--- config.mk ---
export PLATFORM = sky130hd
export DESIGN_NAME = cursor_counter
export DESIGN_NICKNAME = d
export VERILOG_FILES = /design/src/source/spart_drv_pkg.sv /design/src/source/cursor_counter.sv
export SDC_FILE = /design/constraint.sdc
export NUM_CORES = 1
export LEC_CHECK = 0
export BUFFER_PORTS_ARGS = -buffer_cell sky130_fd_sc_hd__buf_2
export CAP_MARGIN = 20
export CORE_MARGIN = 5
export CORE_UTILIZATION = 41
export CTS_BUF_LIST = sky130_fd_sc_hd__clkbuf_8
export DETAILED_ROUTE_END_ITERATION = 10
export PLACE_DENSITY = 0.68
export SYNTH_ARGS = -nofsm -noshare
export SYNTH_HDL_FRONTEND = slang
export SYNTH_SLANG_ARGS = --single-unit
--- constraint.sdc ---
create_clock -name clk -period 4.1 [get_ports clk]
set_input_delay 0.205 -clock clk [delete_from_list [all_inputs] [get_ports clk]]
set_output_delay 0.205 -clock clk [all_outputs]
set_load 0.02 [all_outputs]
--- src/source/spart_drv_pkg.sv ---
`default_nettype none

package spart_drv_pkg;

	//////////////////////////////
	// Widths and types
	//////////////////////////////

	localparam int DATA_W = 8;

	// Console controller states
	typedef enum logic [3:0] {
		BAUD_LOW   = 4'd0,
		BAUD_HIGH  = 4'd1,
		RX_WAIT    = 4'd2,
		DUMP_INDEX = 4'd3,
		DUMP_SEP   = 4'd4,
		ECHO_SEP   = 4'd5
	} driver_state_t;

	// Meaning of a received byte
	typedef enum logic [1:0] {
		CMD_NONE = 2'd0,
		CMD_DUMP = 2'd1,
		CMD_DEC  = 2'd2,
		CMD_INC  = 2'd3
	} console_cmd_t;

	// Byte placed on the bus in a write cycle
	typedef enum logic [1:0] {
		SRC_BAUD_LOW  = 2'd0,
		SRC_BAUD_HIGH = 2'd1,
		SRC_INDEX     = 2'd2,
		SRC_SPACE     = 2'd3
	} byte_src_t;

	//////////////////////////////
	// Console characters
	//////////////////////////////

	localparam logic [7:0] KEY_ENTER  = 8'h0d;
	localparam logic [7:0] KEY_DEC    = 8'h31;
	localparam logic [7:0] KEY_INC    = 8'h32;
	localparam logic [7:0] CHAR_SPACE = 8'h20;
	localparam logic [7:0] ASCII_ZERO = 8'h30;

	// Dump stops once the cursor gets here
	localparam logic [7:0] DUMP_LIMIT = 8'd10;

	// SPART register map
	localparam logic [1:0] IOADDR_DATA    = 2'd0;
	localparam logic [1:0] IOADDR_DB_LOW  = 2'd2;
	localparam logic [1:0] IOADDR_DB_HIGH = 2'd3;

	// Divisor bytes per br_cfg: 4800, 9600, 19200, 38400
	localparam logic [7:0] BAUD_DB_LOW  [4] = '{8'hc0, 8'h80, 8'h00, 8'h00};
	localparam logic [7:0] BAUD_DB_HIGH [4] = '{8'h12, 8'h25, 8'h4b, 8'h96};

endpackage

`default_nettype wire
--- src/source/cursor_counter.sv ---
`default_nettype none

module cursor_counter (
	input  logic                              clk,
	input  logic                              rst,
	input  logic                              inc,
	input  logic                              dec,
	output logic [spart_drv_pkg::DATA_W-1:0]  digit,
	output logic                              at_limit
);
	import spart_drv_pkg::*;

	logic [DATA_W-1:0] count;

	// Wrapping cursor
	always_ff @(posedge clk or posedge rst) begin
		if (rst) begin
			count <= '0;
		end else if (inc) begin
			count <= count + 1'b1;
		end else if (dec) begin
			count <= count - 1'b1;
		end
	end

	// ASCII only makes sense below ten
	assign digit    = count + ASCII_ZERO;
	assign at_limit = (count >= DUMP_LIMIT);

	// FSM never steps both ways in one cycle
	a_one_step: assert property (@(posedge clk) disable iff (rst)
		!(inc && dec));

endmodule

`default_nettype wire

==> flow_metrics.py <==
metrics = {
    "status": {
        "run_status": "completed",
    },
    "power_and_ir_drop": {
        "clockPowerShare_pct": 13.1,
        "swShare_pct": 48.1,
        "powerDensity_mw_per_mm2": 928,
        "power.leakage_nw": 0.389,
        "ir_drop_v": 0.000407,
        "p_seq_share_pct": 23.7,
        "p_int_uw": 390,
        "switchingPower_uw": 362,
        "comb_power_share_pct": 63.2,
    },
    "timing": {
        "fin_tns_setup_ps": 0,
        "setup_viol": 0,
        "rsz0062_at_grt": "false",
        "period_share_pct": 45.9,
        "tightest_slew_ps": 990,
        "relSlewSlack_pct": 33.8,
        "fin_crit_ps": 1880,
        "max_freq_mhz": 532,
        "finalHoldViolCount": 0,
        "maxSlewViolCount": 0,
        "skew_ps": 9.52,
    },
    "floorplan": {
        "die_w_um": 51.7,
        "start_util_pct": 42.2,
        "floorplan.core_area_mm2": 0.00169,
        "dieHeight_um": 51.7,
        "dieArea_mm2": 0.00267,
        "row_count": 15,
        "ioPinCount": 13,
    },
    "yosys": {
        "ys_async_sr_fraction_pct": 100,
        "yosysSeqAreaShare_pct": 28.1,
        "syn_inst": 81,
        "yosysUniqueCellTypes": 28,
        "ys.flop_type": "dfrtp_1",
        "avgSynthCellArea_um2": 8.80,
        "synth_top_family_by_area": "compound AO/OA/AOI/OAI gates",
        "synth_compound_area_share_pct": 22.6,
        "synthesis.area_um2": 713,
        "synth_xor_area_share_pct": 7.37,
        "yosys.area_share.adder_pct": 16.8,
        "synth_fp_nets": 94,
        "synth_seq_cells": 8,
        "synth-edff-count": 0,
        "yosys.area_share.simple_pct": 14.4,
        "synthMuxAreaShare_pct": 1.58,
        "yosysWarningCount": 0,
    },
    "clocking": {
        "clockBufferDepth": 2,
        "ctsHtreeMaxLevel": 1,
        "clkTransAtPathRegs_ps": 50,
        "cts_inserted_buffers": 3,
        "postCtsHoldBufs": 1,
        "clock_sinks": 8,
        "cts_resized": 0,
        "cts_tree": "yes",
        "clock_latency_ps": 240,
        "post_cts_buffers": 0,
        "clock-root-buffer": "clkbuf_8",
    },
    "cells_and_area": {
        "final_cell_mix": "buf_2, inv_1, o21ai_0, ha_1, dfrtp_1",
        "regMostFlops": "count",
        "largest_reg_flops": 8,
        "nets": 107,
        "drive_gt1_share_pct": 18.5,
        "top_regs": "count: 8 flops",
        "layout_commonest_cell": "buf_2",
        "area_growth_pct": 13.7,
        "num_antenna_cells": 0,
        "post-route-cell-area_um2": 811,
        "post_layout_nonfiller_instances": 109,
    },
    "worst_hold_path": {
        "min_path_cells": 4,
        "hold_path_class": "input pin to flip-flop",
        "hold_start": "inc",
        "whs_endpoint": "count[7]",
    },
    "setup_path": {
        "start_kind": "flip-flop",
        "critical_path_class": "flip-flop to flip-flop",
        "worst_path_dominant_cell_family": "compound AO/OA/AOI/OAI gates",
        "path_cells": "fa_1, a21o_1, a31o_1, a2111oi_2, nand3b_1",
        "crit_slowest_cell": "fa_1",
        "r2r-end": "count[6]",
        "worst-path-max-fanout": 5,
        "rrSetupSlack_ps": 2220,
        "slowest_delay_ps": 460,
        "crit_buf_inv": 0,
        "endpoint_kind": "flip-flop",
        "critPathRequiredTime_ps": 4270,
        "rr_worst_depth": 5,
        "timing.rr.start": "count[0]",
        "arrival_ps": 2050,
    },
    "routing": {
        "antenna_left": 0,
        "routed_wl_um": 1480,
        "drtIter0Drc": 3,
        "first_pass_iters": 4,
        "wl_per_cell_um": 13.6,
        "via_per_inst": 5.63,
        "via_count": 614,
        "remaining_drc_errors": 0,
    },
    "run": {
        "max-cap-violations": 0,
    },
    "grt": {
        "grt_max_degree": 17,
        "grt_pass1_wl_um": 2530,
        "grt_usage_pct": 12.8,
        "antenna_found_initial": 0,
        "grt_overflow_total": 0,
        "grt_pass1_vias": 640,
    },
    "placement": {
        "port_buffers": 12,
        "placement.cell_area_um2": 759,
        "dp.cells": 105,
        "gp_congestion": 0.876,
        "dp_hpwl_um": 1180,
    },
}
## routing by layer
metal	GRT usage (%)	wire [um]
met3	2.01	41
met1	12.3	637
met2	24.8	762
met5	0	0
met4	7.86	41
## worst max-delay path by stage
stage,slack (ps),endpoint,depth (start not counted),from
after CTS,2220,count[6],5,count[0]
after detailed placement,2150,count[6],7,inc
after global placement,2220,count[6],7,inc
after global routing,2110,count[6],5,count[0]
after floorplan,2340,count[6],5,count[0]
final,2220,count[6],5,count[0]
## worst reg2reg max path: stages (launching register included)
cell and delay, ps:
dfrtp_1 440, fa_1 460, a21o_1 190, a31o_1 240, a2111oi_2 340, nand3b_1 150
## synthesized netlist by cell type (2+ instances only)
cell / number / area, um2
a21o_1: 3 / 22.5
a21oi_1: 4 / 20.0
buf_4: 4 / 30.0
dfrtp_1: 8 / 200
ha_1: 8 / 100
inv_1: 8 / 30.0
nand2_1: 4 / 15.0
nand3_1: 3 / 15.0
nand3b_1: 2 / 15.0
nor2_1: 5 / 18.8
nor3b_1: 2 / 15.0
o211ai_1: 2 / 15.0
o21ai_0: 8 / 40.0
o21bai_1: 2 / 15.0
xnor2_1: 4 / 35.0
xor2_1: 2 / 17.5
## power by group through the flow
| stage | Combinational, mW | Clock (mW) | Sequential, mW |
|---|---|---|---|
| after CTS | 0.481 | 0.0992 | 0.180 |
| after global placement | 0.463 | 0 | 0.177 |
| after detailed placement | 0.477 | 0 | 0.181 |
| after floorplan | 0.395 | 0 | 0.162 |
| final | 0.475 | 0.0982 | 0.179 |
| after global routing | 0.530 | 0.104 | 0.187 |
## cells by family after synthesis
| kind of cell | Yosys count |
|---|---|
| AO/OA/AOI/OAI | 24 |
| XOR/XNOR | 6 |
| AND/OR/NAND/NOR | 20 |
| flip-flops | 8 |
| buffers and inverters | 13 |
| adder cells (fa/ha/maj) | 9 |
| multiplexers | 1 |
## final cells by class
class                   count  area [um2]
multi-input cells          60         448
fillers                   169         878
repair buffers             13        70.1
flip-flops and latches      8         200
inverters                   8        30.0
well taps                  17        21.3
clock buffers               3        41.3
## through the flow
step | setup slack (ps) | total power, mW | util, % | hold WS, ps
finish | 2220 | 0.752 | 48.0 | 374
global route | 2110 | 0.820 | 48.0 | 434
CTS | 2220 | 0.760 | 48.0 | 383
detailed placement | 2150 | 0.658 | 45.0 | 175
global placement | 2220 | 0.640 | 45.0 | 172
floorplan | 2340 | 0.557 | - | 20.7
Power figures use the tool's default switching activity.
