==> src/source/spart_drv_pkg.sv <==
`default_nettype none

package spart_drv_pkg;

	//////////////////////////////
	// Widths and types
	//////////////////////////////

	localparam int DATA_W = 8;

	// Console controller states
	typedef enum logic [3:0] {
		BAUD_LOW   = 4'd0,
		BAUD_HIGH  = 4'd1,
		RX_WAIT    = 4'd2,
		DUMP_INDEX = 4'd3,
		DUMP_SEP   = 4'd4,
		ECHO_SEP   = 4'd5
	} driver_state_t;

	// Meaning of a received byte
	typedef enum logic [1:0] {
		CMD_NONE = 2'd0,
		CMD_DUMP = 2'd1,
		CMD_DEC  = 2'd2,
		CMD_INC  = 2'd3
	} console_cmd_t;

	// Byte placed on the bus in a write cycle
	typedef enum logic [1:0] {
		SRC_BAUD_LOW  = 2'd0,
		SRC_BAUD_HIGH = 2'd1,
		SRC_INDEX     = 2'd2,
		SRC_SPACE     = 2'd3
	} byte_src_t;

	//////////////////////////////
	// Console characters
	//////////////////////////////

	localparam logic [7:0] KEY_ENTER  = 8'h0d;
	localparam logic [7:0] KEY_DEC    = 8'h31;
	localparam logic [7:0] KEY_INC    = 8'h32;
	localparam logic [7:0] CHAR_SPACE = 8'h20;
	localparam logic [7:0] ASCII_ZERO = 8'h30;

	// Dump stops once the cursor gets here
	localparam logic [7:0] DUMP_LIMIT = 8'd10;

	// SPART register map
	localparam logic [1:0] IOADDR_DATA    = 2'd0;
	localparam logic [1:0] IOADDR_DB_LOW  = 2'd2;
	localparam logic [1:0] IOADDR_DB_HIGH = 2'd3;

	// Divisor bytes per br_cfg: 4800, 9600, 19200, 38400
	localparam logic [7:0] BAUD_DB_LOW  [4] = '{8'hc0, 8'h80, 8'h00, 8'h00};
	localparam logic [7:0] BAUD_DB_HIGH [4] = '{8'h12, 8'h25, 8'h4b, 8'h96};

endpackage

`default_nettype wire
==> src/source/spart_bus_if.sv <==
`default_nettype none

interface spart_bus_if;
	import spart_drv_pkg::*;

	// Bus-cycle request from the controller
	logic         drive;
	logic         tx_strobe;
	logic         cs_idle;
	byte_src_t    byte_src;

	// Decoded received byte, valid only when rda is high
	console_cmd_t cmd;

	modport ctrl (
		output drive,
		output tx_strobe,
		output cs_idle,
		output byte_src,
		input  cmd
	);

	modport port (
		input  drive,
		input  tx_strobe,
		input  cs_idle,
		input  byte_src,
		output cmd
	);

endinterface

`default_nettype wire

==> src/source/io_port.sv <==
`default_nettype none

module io_port (
	input  logic [1:0]                        br_cfg,
	input  logic [spart_drv_pkg::DATA_W-1:0]  digit,
	spart_bus_if.port                         bus,
	input  logic [spart_drv_pkg::DATA_W-1:0]  rx_byte,
	output logic [spart_drv_pkg::DATA_W-1:0]  tx_byte,
	output logic                              iocs,
	output logic                              iorw,
	output logic [1:0]                        ioaddr
);
	import spart_drv_pkg::*;

	// Strobes, chip select is released only while idle
	assign iocs = ~bus.cs_idle;
	assign iorw = ~bus.tx_strobe;

	// Register address and outgoing byte per source
	always_comb begin
		case (bus.byte_src)
			SRC_BAUD_LOW: begin
				ioaddr  = IOADDR_DB_LOW;
				tx_byte = BAUD_DB_LOW[br_cfg];
			end
			SRC_BAUD_HIGH: begin
				ioaddr  = IOADDR_DB_HIGH;
				tx_byte = BAUD_DB_HIGH[br_cfg];
			end
			SRC_INDEX: begin
				ioaddr  = IOADDR_DATA;
				tx_byte = digit;
			end
			default: begin
				ioaddr  = IOADDR_DATA;
				tx_byte = CHAR_SPACE;
			end
		endcase
	end

	// Key decode, the FSM qualifies it with rda
	always_comb begin
		case (rx_byte)
			KEY_ENTER: bus.cmd = CMD_DUMP;
			KEY_DEC:   bus.cmd = CMD_DEC;
			KEY_INC:   bus.cmd = CMD_INC;
			default:   bus.cmd = CMD_NONE;
		endcase
	end

	// Transmit cycles go to the data register on a driven bus
	always_comb begin
		if (!iorw) begin
			a_tx_data_addr: assert final (ioaddr == IOADDR_DATA && bus.drive);
		end
	end

endmodule

`default_nettype wire

==> src/flat_wrapper.sv <==
// flat-port wrapper written by rule: the top's interface ports become plain ports
module io_port_flat import spart_drv_pkg::*;
  (br_cfg, digit, rx_byte, tx_byte, iocs, iorw, ioaddr, bus_drive, bus_tx_strobe, bus_cs_idle, bus_byte_src, bus_cmd);
  spart_bus_if bus_i ();
  input  logic [1:0] br_cfg;
  input  logic [spart_drv_pkg::DATA_W-1:0] digit;
  input  logic [spart_drv_pkg::DATA_W-1:0] rx_byte;
  output logic [spart_drv_pkg::DATA_W-1:0] tx_byte;
  output logic iocs;
  output logic iorw;
  output logic [1:0] ioaddr;
  input wire logic [$bits(bus_i.drive)-1:0] bus_drive;
  input wire logic [$bits(bus_i.tx_strobe)-1:0] bus_tx_strobe;
  input wire logic [$bits(bus_i.cs_idle)-1:0] bus_cs_idle;
  input wire logic [$bits(bus_i.byte_src)-1:0] bus_byte_src;
  output wire logic [$bits(bus_i.cmd)-1:0] bus_cmd;
  assign bus_i.drive = bus_drive;
  assign bus_i.tx_strobe = bus_tx_strobe;
  assign bus_i.cs_idle = bus_cs_idle;
  assign bus_i.byte_src = bus_byte_src;
  assign bus_cmd = bus_i.cmd;
  io_port u_core (.br_cfg(br_cfg), .digit(digit), .bus(bus_i), .rx_byte(rx_byte), .tx_byte(tx_byte), .iocs(iocs), .iorw(iorw), .ioaddr(ioaddr));
endmodule
==> config.mk <==
export PLATFORM = sky130hd
export DESIGN_NAME = io_port_flat
export DESIGN_NICKNAME = d
export VERILOG_FILES = /design/src/source/spart_drv_pkg.sv /design/src/source/spart_bus_if.sv /design/src/source/io_port.sv /design/src/flat_wrapper.sv
export SDC_FILE = /design/constraint.sdc
export NUM_CORES = 1
export LEC_CHECK = 0
export BUFFER_PORTS_ARGS = -buffer_cell sky130_fd_sc_hd__buf_2
export CORE_AREA = 5 5 42 44
export DETAILED_ROUTE_END_ITERATION = 7
export DIE_AREA = 0 0 47 49
export GPL_TIMING_DRIVEN = 0
export PLACE_DENSITY_LB_ADDON = 0.1
export SLEW_MARGIN = 20
export SYNTH_ARGS = -nofsm -noshare
export SYNTH_HDL_FRONTEND = slang
export SYNTH_SLANG_ARGS = --single-unit
==> constraint.sdc <==
create_clock -name vclk -period 0.8
set_clock_uncertainty 0.05 [all_clocks]
set_input_delay 0 -clock vclk [all_inputs]
set_output_delay 0 -clock vclk [all_outputs]
set_load 0.005 [all_outputs]
==> flow_metrics.py <==
metrics = {
    "timing": {
        "final.min_clock_period_ns": 0.7704,
        "tns_ns": 0,
        "slew_headroom_pct": 88.21,
        "finalMaxSlewViolations": 0,
        "setup_viol": 0,
        "finalHoldViolCount": 0,
        "max_freq_mhz": 1298,
        "post-route-period-util_pct": 96.29,
        "tightestPinTransition_ns": 0.1753,
    },
    "setup_path": {
        "cp-end-kind": "primary output",
        "critPathLaunchType": "input pin",
        "arrival_ns": 0.72,
        "worstSetupPathType": "input pin to primary output",
        "cp.required_ns": 0.75,
        "crit_path_max_fanout": 3,
    },
    "pwr": {
        "p_leak_nw": 0.3015,
        "power.share.clock_pct": 0,
        "p_total_uw": 228.4,
        "comb_power_share_pct": 100.0,
        "vdd.ir_drop.worst_uv": 142.2,
        "switchingPower_uw": 102.0,
        "pwr-share-seq_pct": 0,
        "p_int_uw": 126.4,
        "swShare_pct": 44.66,
        "cellPowerDensity_nw_per_um2": 442.1,
    },
    "die": {
        "die_w_um": 47,
        "fp-row-count": 14,
        "die_area_um2": 2303,
        "die_h_um": 49,
        "num_io_pins": 37,
        "core-area_um2": 1401,
        "start_util_pct": 18.21,
    },
    "grt": {
        "grt_pass1_wl_um": 1317,
        "grt_overflow": 0,
        "busiest_layer": "met2",
        "grt_use_total_pct": 7.088,
        "first_global_vias": 298,
        "grt_max_degree": 9,
        "gr-usage-met2_pct": 12.22,
        "met1_usage_pct": 9.348,
        "grt_antenna_before_repair": 0,
        "grtUsageMet3_pct": 1.476,
    },
    "routing": {
        "viasPerCell": 4.096,
        "drtAntennaViolNets": 0,
        "drt_iter0_drc": 0,
        "route.detailed.drc": 0,
        "via_count": 385,
        "totalWireLength_um": 960,
        "dr.pass1.iters": 1,
        "wire_per_inst_um": 10.21,
    },
    "synthesis": {
        "synth_top_area_cell": "ha_1",
        "syn_inst": 41,
        "synth.avg_cell_area_um2": 6.225,
        "synth.area.top_cells": "ha_1, nor2_1, inv_1",
        "yosysUniqueCellTypes": 18,
        "ys_seq_area_share_pct": 0,
        "yosysTopAreaCellShare_pct": 19.61,
        "synth_warnings": 0,
        "synth_nets": 68,
        "synth_area_um2": 255.2,
    },
    "finish": {
        "final_cell_mix": "buf_2, nand2_1, inv_1, nor2_1, buf_4",
        "seqCellArea_um2": 0,
        "diodes": 0,
        "layout_commonest_cell": "buf_2",
        "clock_buffer_count": 0,
        "n_fill_cell": 162,
        "flops_and_latches": 0,
        "area_growth_pct": 102.5,
        "utilization_pct": 36.88,
        "nets": 107,
        "drive_above_1_share_pct": 61.54,
    },
    "placed_design": {
        "io_buffers": 35,
        "dp_hpwl_um": 787.1,
        "finalWeightedCongestion": 0.7637,
    },
    "hold_path": {
        "min_from": "bus_tx_strobe",
        "worst_hold_path_type": "input pin to primary output",
        "worstHoldPathCells": 3,
        "whs_endpoint": "iorw",
    },
    "run": {
        "max_cap_viol_count": 0,
    },
    "status": {
        "status": "complete, no violations",
    },
    "clocking": {
        "hold_buffers": 0,
    },
}
## layer usage
metal / part of all wire (%) / vias up
met5: 0 / -
met4: 0 / 0
met3: 12 / 0
met2: 49 / 17
met1: 38 / 157
li1: - / 211
## power groups by stage
stage               Clock (mW)  Sequential [mW]  Combinational, mW
finish                       0                0              0.228
global route                 0                0              0.256
CTS                          0                0              0.209
detailed placement           0                0              0.200
global placement             0                0              0.201
floorplan                    0                0             0.0905
## layout make-up
type               instances  area (um2)  area share, %
well taps                 16       20.02          3.874
multi-input cells         33       255.2          49.39
inverters                  7       28.78          5.569
repair buffers            37       201.4          38.98
plain buffers              1       11.26          2.179
## cell families (layout without fill, tap and decap cells)
group / Yosys count / in the layout / share of synthesized area (%)
simple gates: 18 / 18 / 36.76
compound gates: 9 / 9 / 21.57
buf+inv: 8 / 45 / 14.70
fa+ha+maj: 4 / 4 / 19.61
xor+xnor: 1 / 1 / 3.432
mux: 1 / 1 / 3.922
## critical path, cell delays in order
cell and delay, ns:
buf_4 0.13, inv_2 0.08, ha_4 0.20, a22o_1 0.19, buf_2 0.12
## synth_stat cells
cell type  n
a21oi_1    2
a22o_1     2
and2b_4    1
and4b_1    1
buf_6      1
ha_1       4
inv_1      6
inv_2      1
mux2i_1    1
nand2_1    6
nand3_1    1
nand4_1    1
nor2_1     7
nor2b_4    1
o21ai_0    1
o21ai_1    3
o31ai_1    1
xnor2_1    1
## how the worst max path moves through the flow
stage	startpoint	cells past startpoint	end	slack [ns]
finish	br_cfg[0]	5	tx_byte[0]	0.03
detailed placement	br_cfg[0]	5	tx_byte[0]	-0.05
CTS	br_cfg[1]	6	tx_byte[1]	0.005
floorplan	br_cfg[0]	3	tx_byte[0]	0.21
global route	rx_byte[7]	5	bus_cmd[0]	-0.01
global placement	br_cfg[0]	5	tx_byte[0]	-0.07
## repair_timing
| action | CTS | global route |
|---|---|---|
| setup buffers | 0 | 2 |
| gates resized for setup | 4 | 9 |
| pin swaps | 1 | 3 |
| setup endpoints to repair | 1 | 2 |
## through the flow
stage	std cells	area [um2]	worst slack, ns	hold WS, ns
3_3_place_gp	92	450.4	-0.06784	0.1597
4_1_cts	92	465.4	0.004506	0.1585
5_1_grt	94	516.7	-0.01054	0.1674
6_report	94	516.7	0.02965	0.1571
2_1_floorplan	41	255.2	0.2088	-0.02346
3_5_place_dp	92	450.4	-0.05338	0.1591
No activity file was read; power rests on OpenSTA's default activity.
