## config.mk

```make
export PLATFORM = sky130hd
export DESIGN_NAME = driver_fsm_flat
export DESIGN_NICKNAME = d
export VERILOG_FILES = /design/src/source/spart_drv_pkg.sv /design/src/source/spart_bus_if.sv /design/src/source/driver_fsm.sv /design/src/flat_wrapper.sv
export SDC_FILE = /design/constraint.sdc
export NUM_CORES = 1
export LEC_CHECK = 0
export BUFFER_PORTS_ARGS = -buffer_cell sky130_fd_sc_hd__buf_4
export CAP_MARGIN = 40
export CORE_AREA = 3 3 40 42
export CTS_CLUSTER_DIAMETER = 30
export CTS_CLUSTER_SIZE = 10
export DETAILED_ROUTE_END_ITERATION = 6
export DIE_AREA = 0 0 43 45
export PLACE_DENSITY = 0.55
export SYNTH_ARGS = -nofsm -noshare
export SYNTH_HDL_FRONTEND = slang
export SYNTH_SLANG_ARGS = --single-unit
```

## constraint.sdc

```tcl
create_clock -name clk -period 2 [get_ports clk]
set_input_delay 0.4 -clock clk [delete_from_list [all_inputs] [get_ports clk]]
set_output_delay 0.4 -clock clk [all_outputs]
set_load 0.02 [all_outputs]
```

## src/source/spart_drv_pkg.sv

```systemverilog
`default_nettype none

package spart_drv_pkg;

	//////////////////////////////
	// Widths and types
	//////////////////////////////

	localparam int DATA_W = 8;

	// Console controller states
	typedef enum logic [3:0] {
		BAUD_LOW   = 4'd0,
		BAUD_HIGH  = 4'd1,
		RX_WAIT    = 4'd2,
		DUMP_INDEX = 4'd3,
		DUMP_SEP   = 4'd4,
		ECHO_SEP   = 4'd5
	} driver_state_t;

	// Meaning of a received byte
	typedef enum logic [1:0] {
		CMD_NONE = 2'd0,
		CMD_DUMP = 2'd1,
		CMD_DEC  = 2'd2,
		CMD_INC  = 2'd3
	} console_cmd_t;

	// Byte placed on the bus in a write cycle
	typedef enum logic [1:0] {
		SRC_BAUD_LOW  = 2'd0,
		SRC_BAUD_HIGH = 2'd1,
		SRC_INDEX     = 2'd2,
		SRC_SPACE     = 2'd3
	} byte_src_t;

	//////////////////////////////
	// Console characters
	//////////////////////////////

	localparam logic [7:0] KEY_ENTER  = 8'h0d;
	localparam logic [7:0] KEY_DEC    = 8'h31;
	localparam logic [7:0] KEY_INC    = 8'h32;
	localparam logic [7:0] CHAR_SPACE = 8'h20;
	localparam logic [7:0] ASCII_ZERO = 8'h30;

	// Dump stops once the cursor gets here
	localparam logic [7:0] DUMP_LIMIT = 8'd10;

	// SPART register map
	localparam logic [1:0] IOADDR_DATA    = 2'd0;
	localparam logic [1:0] IOADDR_DB_LOW  = 2'd2;
	localparam logic [1:0] IOADDR_DB_HIGH = 2'd3;

	// Divisor bytes per br_cfg: 4800, 9600, 19200, 38400
	localparam logic [7:0] BAUD_DB_LOW  [4] = '{8'hc0, 8'h80, 8'h00, 8'h00};
	localparam logic [7:0] BAUD_DB_HIGH [4] = '{8'h12, 8'h25, 8'h4b, 8'h96};

endpackage

`default_nettype wire
```

## src/source/spart_bus_if.sv

```systemverilog
`default_nettype none

interface spart_bus_if;
	import spart_drv_pkg::*;

	// Bus-cycle request from the controller
	logic         drive;
	logic         tx_strobe;
	logic         cs_idle;
	byte_src_t    byte_src;

	// Decoded received byte, valid only when rda is high
	console_cmd_t cmd;

	modport ctrl (
		output drive,
		output tx_strobe,
		output cs_idle,
		output byte_src,
		input  cmd
	);

	modport port (
		input  drive,
		input  tx_strobe,
		input  cs_idle,
		input  byte_src,
		output cmd
	);

endinterface

`default_nettype wire

```

## src/source/driver_fsm.sv

```systemverilog
`default_nettype none

module driver_fsm (
	input  logic         clk,
	input  logic         rst,
	input  logic         rda,
	input  logic         tbr,
	input  logic         at_limit,
	spart_bus_if.ctrl    bus,
	output logic         inc,
	output logic         dec
);
	import spart_drv_pkg::*;

	driver_state_t state;
	driver_state_t next_state;

	//////////////////////////////
	// State register
	//////////////////////////////

	always_ff @(posedge clk or posedge rst) begin
		if (rst) begin
			state <= BAUD_LOW;
		end else begin
			state <= next_state;
		end
	end

	//////////////////////////////
	// Next state and bus request
	//////////////////////////////

	always_comb begin
		// Idle defaults: bus released, chip selected
		next_state    = state;
		bus.drive     = 1'b0;
		bus.tx_strobe = 1'b0;
		bus.cs_idle   = 1'b0;
		bus.byte_src  = SRC_SPACE;
		inc           = 1'b0;
		dec           = 1'b0;

		case (state)
			// Divisor low byte, bus released while reset is held
			BAUD_LOW: begin
				bus.byte_src = SRC_BAUD_LOW;
				bus.drive    = ~rst;
				next_state   = BAUD_HIGH;
			end

			// Divisor high byte
			BAUD_HIGH: begin
				bus.byte_src = SRC_BAUD_HIGH;
				bus.drive    = 1'b1;
				next_state   = RX_WAIT;
			end

			// Wait for a key from the peripheral
			RX_WAIT: begin
				bus.cs_idle = ~rda;
				if (rda) begin
					case (bus.cmd)
						CMD_DUMP: next_state = DUMP_INDEX;
						CMD_DEC: begin
							dec        = 1'b1;
							next_state = ECHO_SEP;
						end
						CMD_INC: begin
							inc        = 1'b1;
							next_state = ECHO_SEP;
						end
						default: next_state = RX_WAIT;
					endcase
				end
			end

			// Index digit, or leave when the cursor is past the end
			DUMP_INDEX: begin
				bus.byte_src = SRC_INDEX;
				if (at_limit) begin
					next_state = RX_WAIT;
				end else if (tbr) begin
					bus.drive     = 1'b1;
					bus.tx_strobe = 1'b1;
					next_state    = DUMP_SEP;
				end
			end

			// Space after the digit, then step the cursor
			DUMP_SEP: begin
				if (tbr) begin
					bus.drive     = 1'b1;
					bus.tx_strobe = 1'b1;
					inc           = 1'b1;
					next_state    = DUMP_INDEX;
				end
			end

			// Echo for the cursor keys
			ECHO_SEP: begin
				if (tbr) begin
					bus.drive     = 1'b1;
					bus.tx_strobe = 1'b1;
					next_state    = RX_WAIT;
				end
			end

			default: next_state = BAUD_LOW;
		endcase
	end

	//////////////////////////////
	// Checks
	//////////////////////////////

	// A transmit always owns the data bus
	a_tx_drives: assert property (@(posedge clk) disable iff (rst)
		bus.tx_strobe |-> bus.drive);

endmodule

`default_nettype wire

```

## src/flat_wrapper.sv

```systemverilog
// flat-port wrapper written by rule: the top's interface ports become plain ports
module driver_fsm_flat import spart_drv_pkg::*;
  (clk, rst, rda, tbr, at_limit, inc, dec, bus_drive, bus_tx_strobe, bus_cs_idle, bus_byte_src, bus_cmd);
  spart_bus_if bus_i ();
  input  logic clk;
  input  logic rst;
  input  logic rda;
  input  logic tbr;
  input  logic at_limit;
  output logic inc;
  output logic dec;
  output wire logic [$bits(bus_i.drive)-1:0] bus_drive;
  output wire logic [$bits(bus_i.tx_strobe)-1:0] bus_tx_strobe;
  output wire logic [$bits(bus_i.cs_idle)-1:0] bus_cs_idle;
  output wire logic [$bits(bus_i.byte_src)-1:0] bus_byte_src;
  input wire logic [$bits(bus_i.cmd)-1:0] bus_cmd;
  assign bus_drive = bus_i.drive;
  assign bus_tx_strobe = bus_i.tx_strobe;
  assign bus_cs_idle = bus_i.cs_idle;
  assign bus_byte_src = bus_i.byte_src;
  assign bus_i.cmd = bus_cmd;
  driver_fsm u_core (.clk(clk), .rst(rst), .rda(rda), .tbr(tbr), .at_limit(at_limit), .bus(bus_i), .inc(inc), .dec(dec));
endmodule
```

==> impl_results.md <==
* I/O Pins at 14
* Met1 WL at 376 um
* Outcome: finished, final reports clean
* Post-Synth XOR/XNOR Area at 0.0258
* Vias per cell at about 4.6
* Met3 wire len at about 54 um
* FF+latch count, synth at 3
* Setup repair bufs after CTS at 0
* Die height at about 45 um
* CTS tree: yes
* Full die area at ~0.0019 sq mm
* Grt ovf at 0
* Slew @ Worst Pin at ~0.4 ns
* First-pass GRT wire length at ~1.3 mm
* CORE AREA at 0.00128 sq mm
* Mapped cell area at 339 sq um
* Post-synth cell types at 27
* Initial antenna violation count at 0
* Final TNS setup at 0 ns
* Final WL at approximately 790 um
* Post-synthesis simple-gate area fraction at 0.384
* Adder-cell share of the synthesized area at 0
* DR iter-0 viols at 5
* Combinational cell fraction of total power at 0.630
* Critical Path Sink Type: output port
* Reg clk slew, reported paths at 0.04 ns
* Fin nets at 61
* Antenna fix cells at 0
* Clock period minus worst slack at ~1.9 ns
* Metal2 WL at roughly 360 um
* CTS sink count at 3
* Vias in the first global route at ~300
* Synth Area in Compound Gates at 0.251
* CP max FO at 12
* Pins Over Slew Limit at 0
* Sequential share of power at 0.226
* Gates resized, CTS repair at 0
* WP data arrival at between 1.5 and 2 ns
* Post-synthesis sequential area ratio at 0.221
* Clock Tree Buf Depth at 2
* Hold Buf Count CTS at 0
* Cell taking the most area after synthesis: dfrtp_1
* DRT Pass-1 Iters at 2
* Post-Synthesis Cells at 38
* Final instance area at between 400 and 500 sq um
* Startpoint Class: flop
* Pin count of the biggest net entering global routing at 14
* Top sig layer: met3
* Fillers at around 130
* # port buffers at 13
* DP Area at ~450 sq um
* Num CTS Buffers at 3
* Synth area leaders: dfrtp_1 22%, nor4b_4 7.0%, nand2b_1 5.5%
* Tcrit/Tclk final at 0.959
* Crit Path Class: reg -> out
* Max reg flops at 3
* Yosys warnings at 0
* Setup ws final at a little over 0.08 ns
* Fin. Hold Viols at 0
* Finish-stage setup viols at 0
* Clk_lat worst skew at between 0.2 and 0.25 ns
* Largest family of logic cells by synthesized area: simple AND/OR/NAND/NOR gates
* Layout Area Growth over Synthesis at 39.1%
* Synthesized net count at 45
* Max_cap viols at 0
* P_sw at approximately 0.31 mW
* PwrDens at roughly 1500 mW/mm^2
* Registers with the most flip-flops: u_core.state x3
* Hold Path Class: in -> async
* Number of H-tree levels at 1
* Dpl ws at about 0.34 ns
* Std-Cell Rows at 13
* Clock share of power at 0.144
* Pleak at about 0.22 nW
* Critical Path RT at 1.60 ns
* Via count at between 300 and 400
* Wire length per cell at between 10 and 15 um
* Fmax at about 520 MHz
* Synth top area share at 0.221
* Setup Skew at around 0.003 ns
* Share of cells above drive strength 1 at 0.453
* GRT Total Usage at 0.0892
* Post-DRT Antenna Nets at 0
* Mux contribution to synthesized area at 0.0443
* Chip width at between 40 and 50 um
* Initial Utilization at 0.264
* RePlAce Congestion at roughly 0.68
* Most flop-heavy register: u_core.state
* Int Power at about 0.41 mW
* Slew headroom at 0.739
* Sw Ratio at 0.431
* Clock root cell: clkbuf_4
* Syn Area/Cell at between 8 and 9 sq um
* Drt drc at 0
* RSZ-0062 raised after global routing: false
* Worst IR Drop VDD at ~560 uV
synthesized netlist by cell type, drive strengths merged:
library cell,n
nor2b,3
o21ba,1
buf,3
nand2,1
o21bai,2
a221oi,1
nor3,1
a211oi,1
a21oi,2
xnor2,1
o21a,1
mux2,1
nor2,2
nand2b,3
inv,2
nor3b,1
nor4b,1
or2,1
a21boi,1
and2b,1
a21o,1
and4bb,1
nand4,1
dfrtp,3
o21ai,1
nand3b,1
routing by layer:
layer | up-vias | GRT usage
met2 | 9 | 0.129
met4 | 0 | 0.0542
li1 | 167 | -
met3 | 0 | 0.0398
met1 | 137 | 0.109
met5 | - | 0
worst paths after layout:
check	slack [ns]	cells past startpoint	endpoint	startpoint
max reg2reg	0.45	3	u_core.state[0]	u_core.state[2]
min in group clk	0.56	3	u_core.state[2]	tbr
min	0.06	2	u_core.state[1]	rst
max in group asynchronous	1.79	2	u_core.state[2]	rst
min reg2reg	0.65	1	u_core.state[0]	u_core.state[0]
max	0.08	4	bus_drive	u_core.state[2]
power groups by stage:
| stage | logic, mW | clock network (mW) | registers, mW |
|---|---|---|---|
| after floorplan | 0.379 | 0 | 0.109 |
| after global placement | 0.465 | 0 | 0.161 |
| after detailed placement | 0.464 | 0 | 0.162 |
| after CTS | 0.466 | 0.111 | 0.161 |
| after global routing | 0.495 | 0.113 | 0.172 |
| final | 0.458 | 0.104 | 0.164 |
stage by stage:
| step | std cells | hold slack (ns) | utilization | power, mW |
|---|---|---|---|---|
| after floorplan | 38 | 0.162 | - | 0.488 |
| after detailed placement | 64 | 0.304 | 0.347 | 0.625 |
| after CTS | 68 | 0.0532 | 0.367 | 0.738 |
| final | 68 | 0.0576 | 0.367 | 0.726 |
| after global placement | 64 | 0.300 | 0.347 | 0.626 |
| after global routing | 68 | 0.0637 | 0.367 | 0.780 |
layout by cell type, fill, tap and decap left out, drive strengths merged, types with 2 or more instances in the layout:
master,Yosys,routed
a21oi,2,2
nor2,2,2
buf,3,14
clkbuf,0,4
nor2b,3,3
nand2b,3,3
o21bai,2,2
inv,2,2
dfrtp,3,3
critical path, cell delays in order (launching register included):
cell,delay (ns)
dfrtp_1,0.55
and4bb_1,0.26
o21a_1,0.18
o21bai_1,0.15
buf_4,0.16
layout make-up:
class / count / area (sq um) / area share
well taps: 15 / 18.8 / 0.0398
clock buffers: 4 / 26.3 / 0.0557
inverters: 2 / 7.51 / 0.0159
flip-flops and latches: 3 / 75.1 / 0.159
multi-input cells: 30 / 239 / 0.507
repair buffers: 14 / 105 / 0.223
kinds of logic (layout without fill, tap and decap cells):
group,count (synthesis),in the layout
flip-flops,3,3
AO/OA/AOI/OAI,11,11
XOR/XNOR,1,1
buffers and inverters,5,20
AND/OR/NAND/NOR,17,17
multiplexers,1,1
Power figures use the tool's default switching activity.
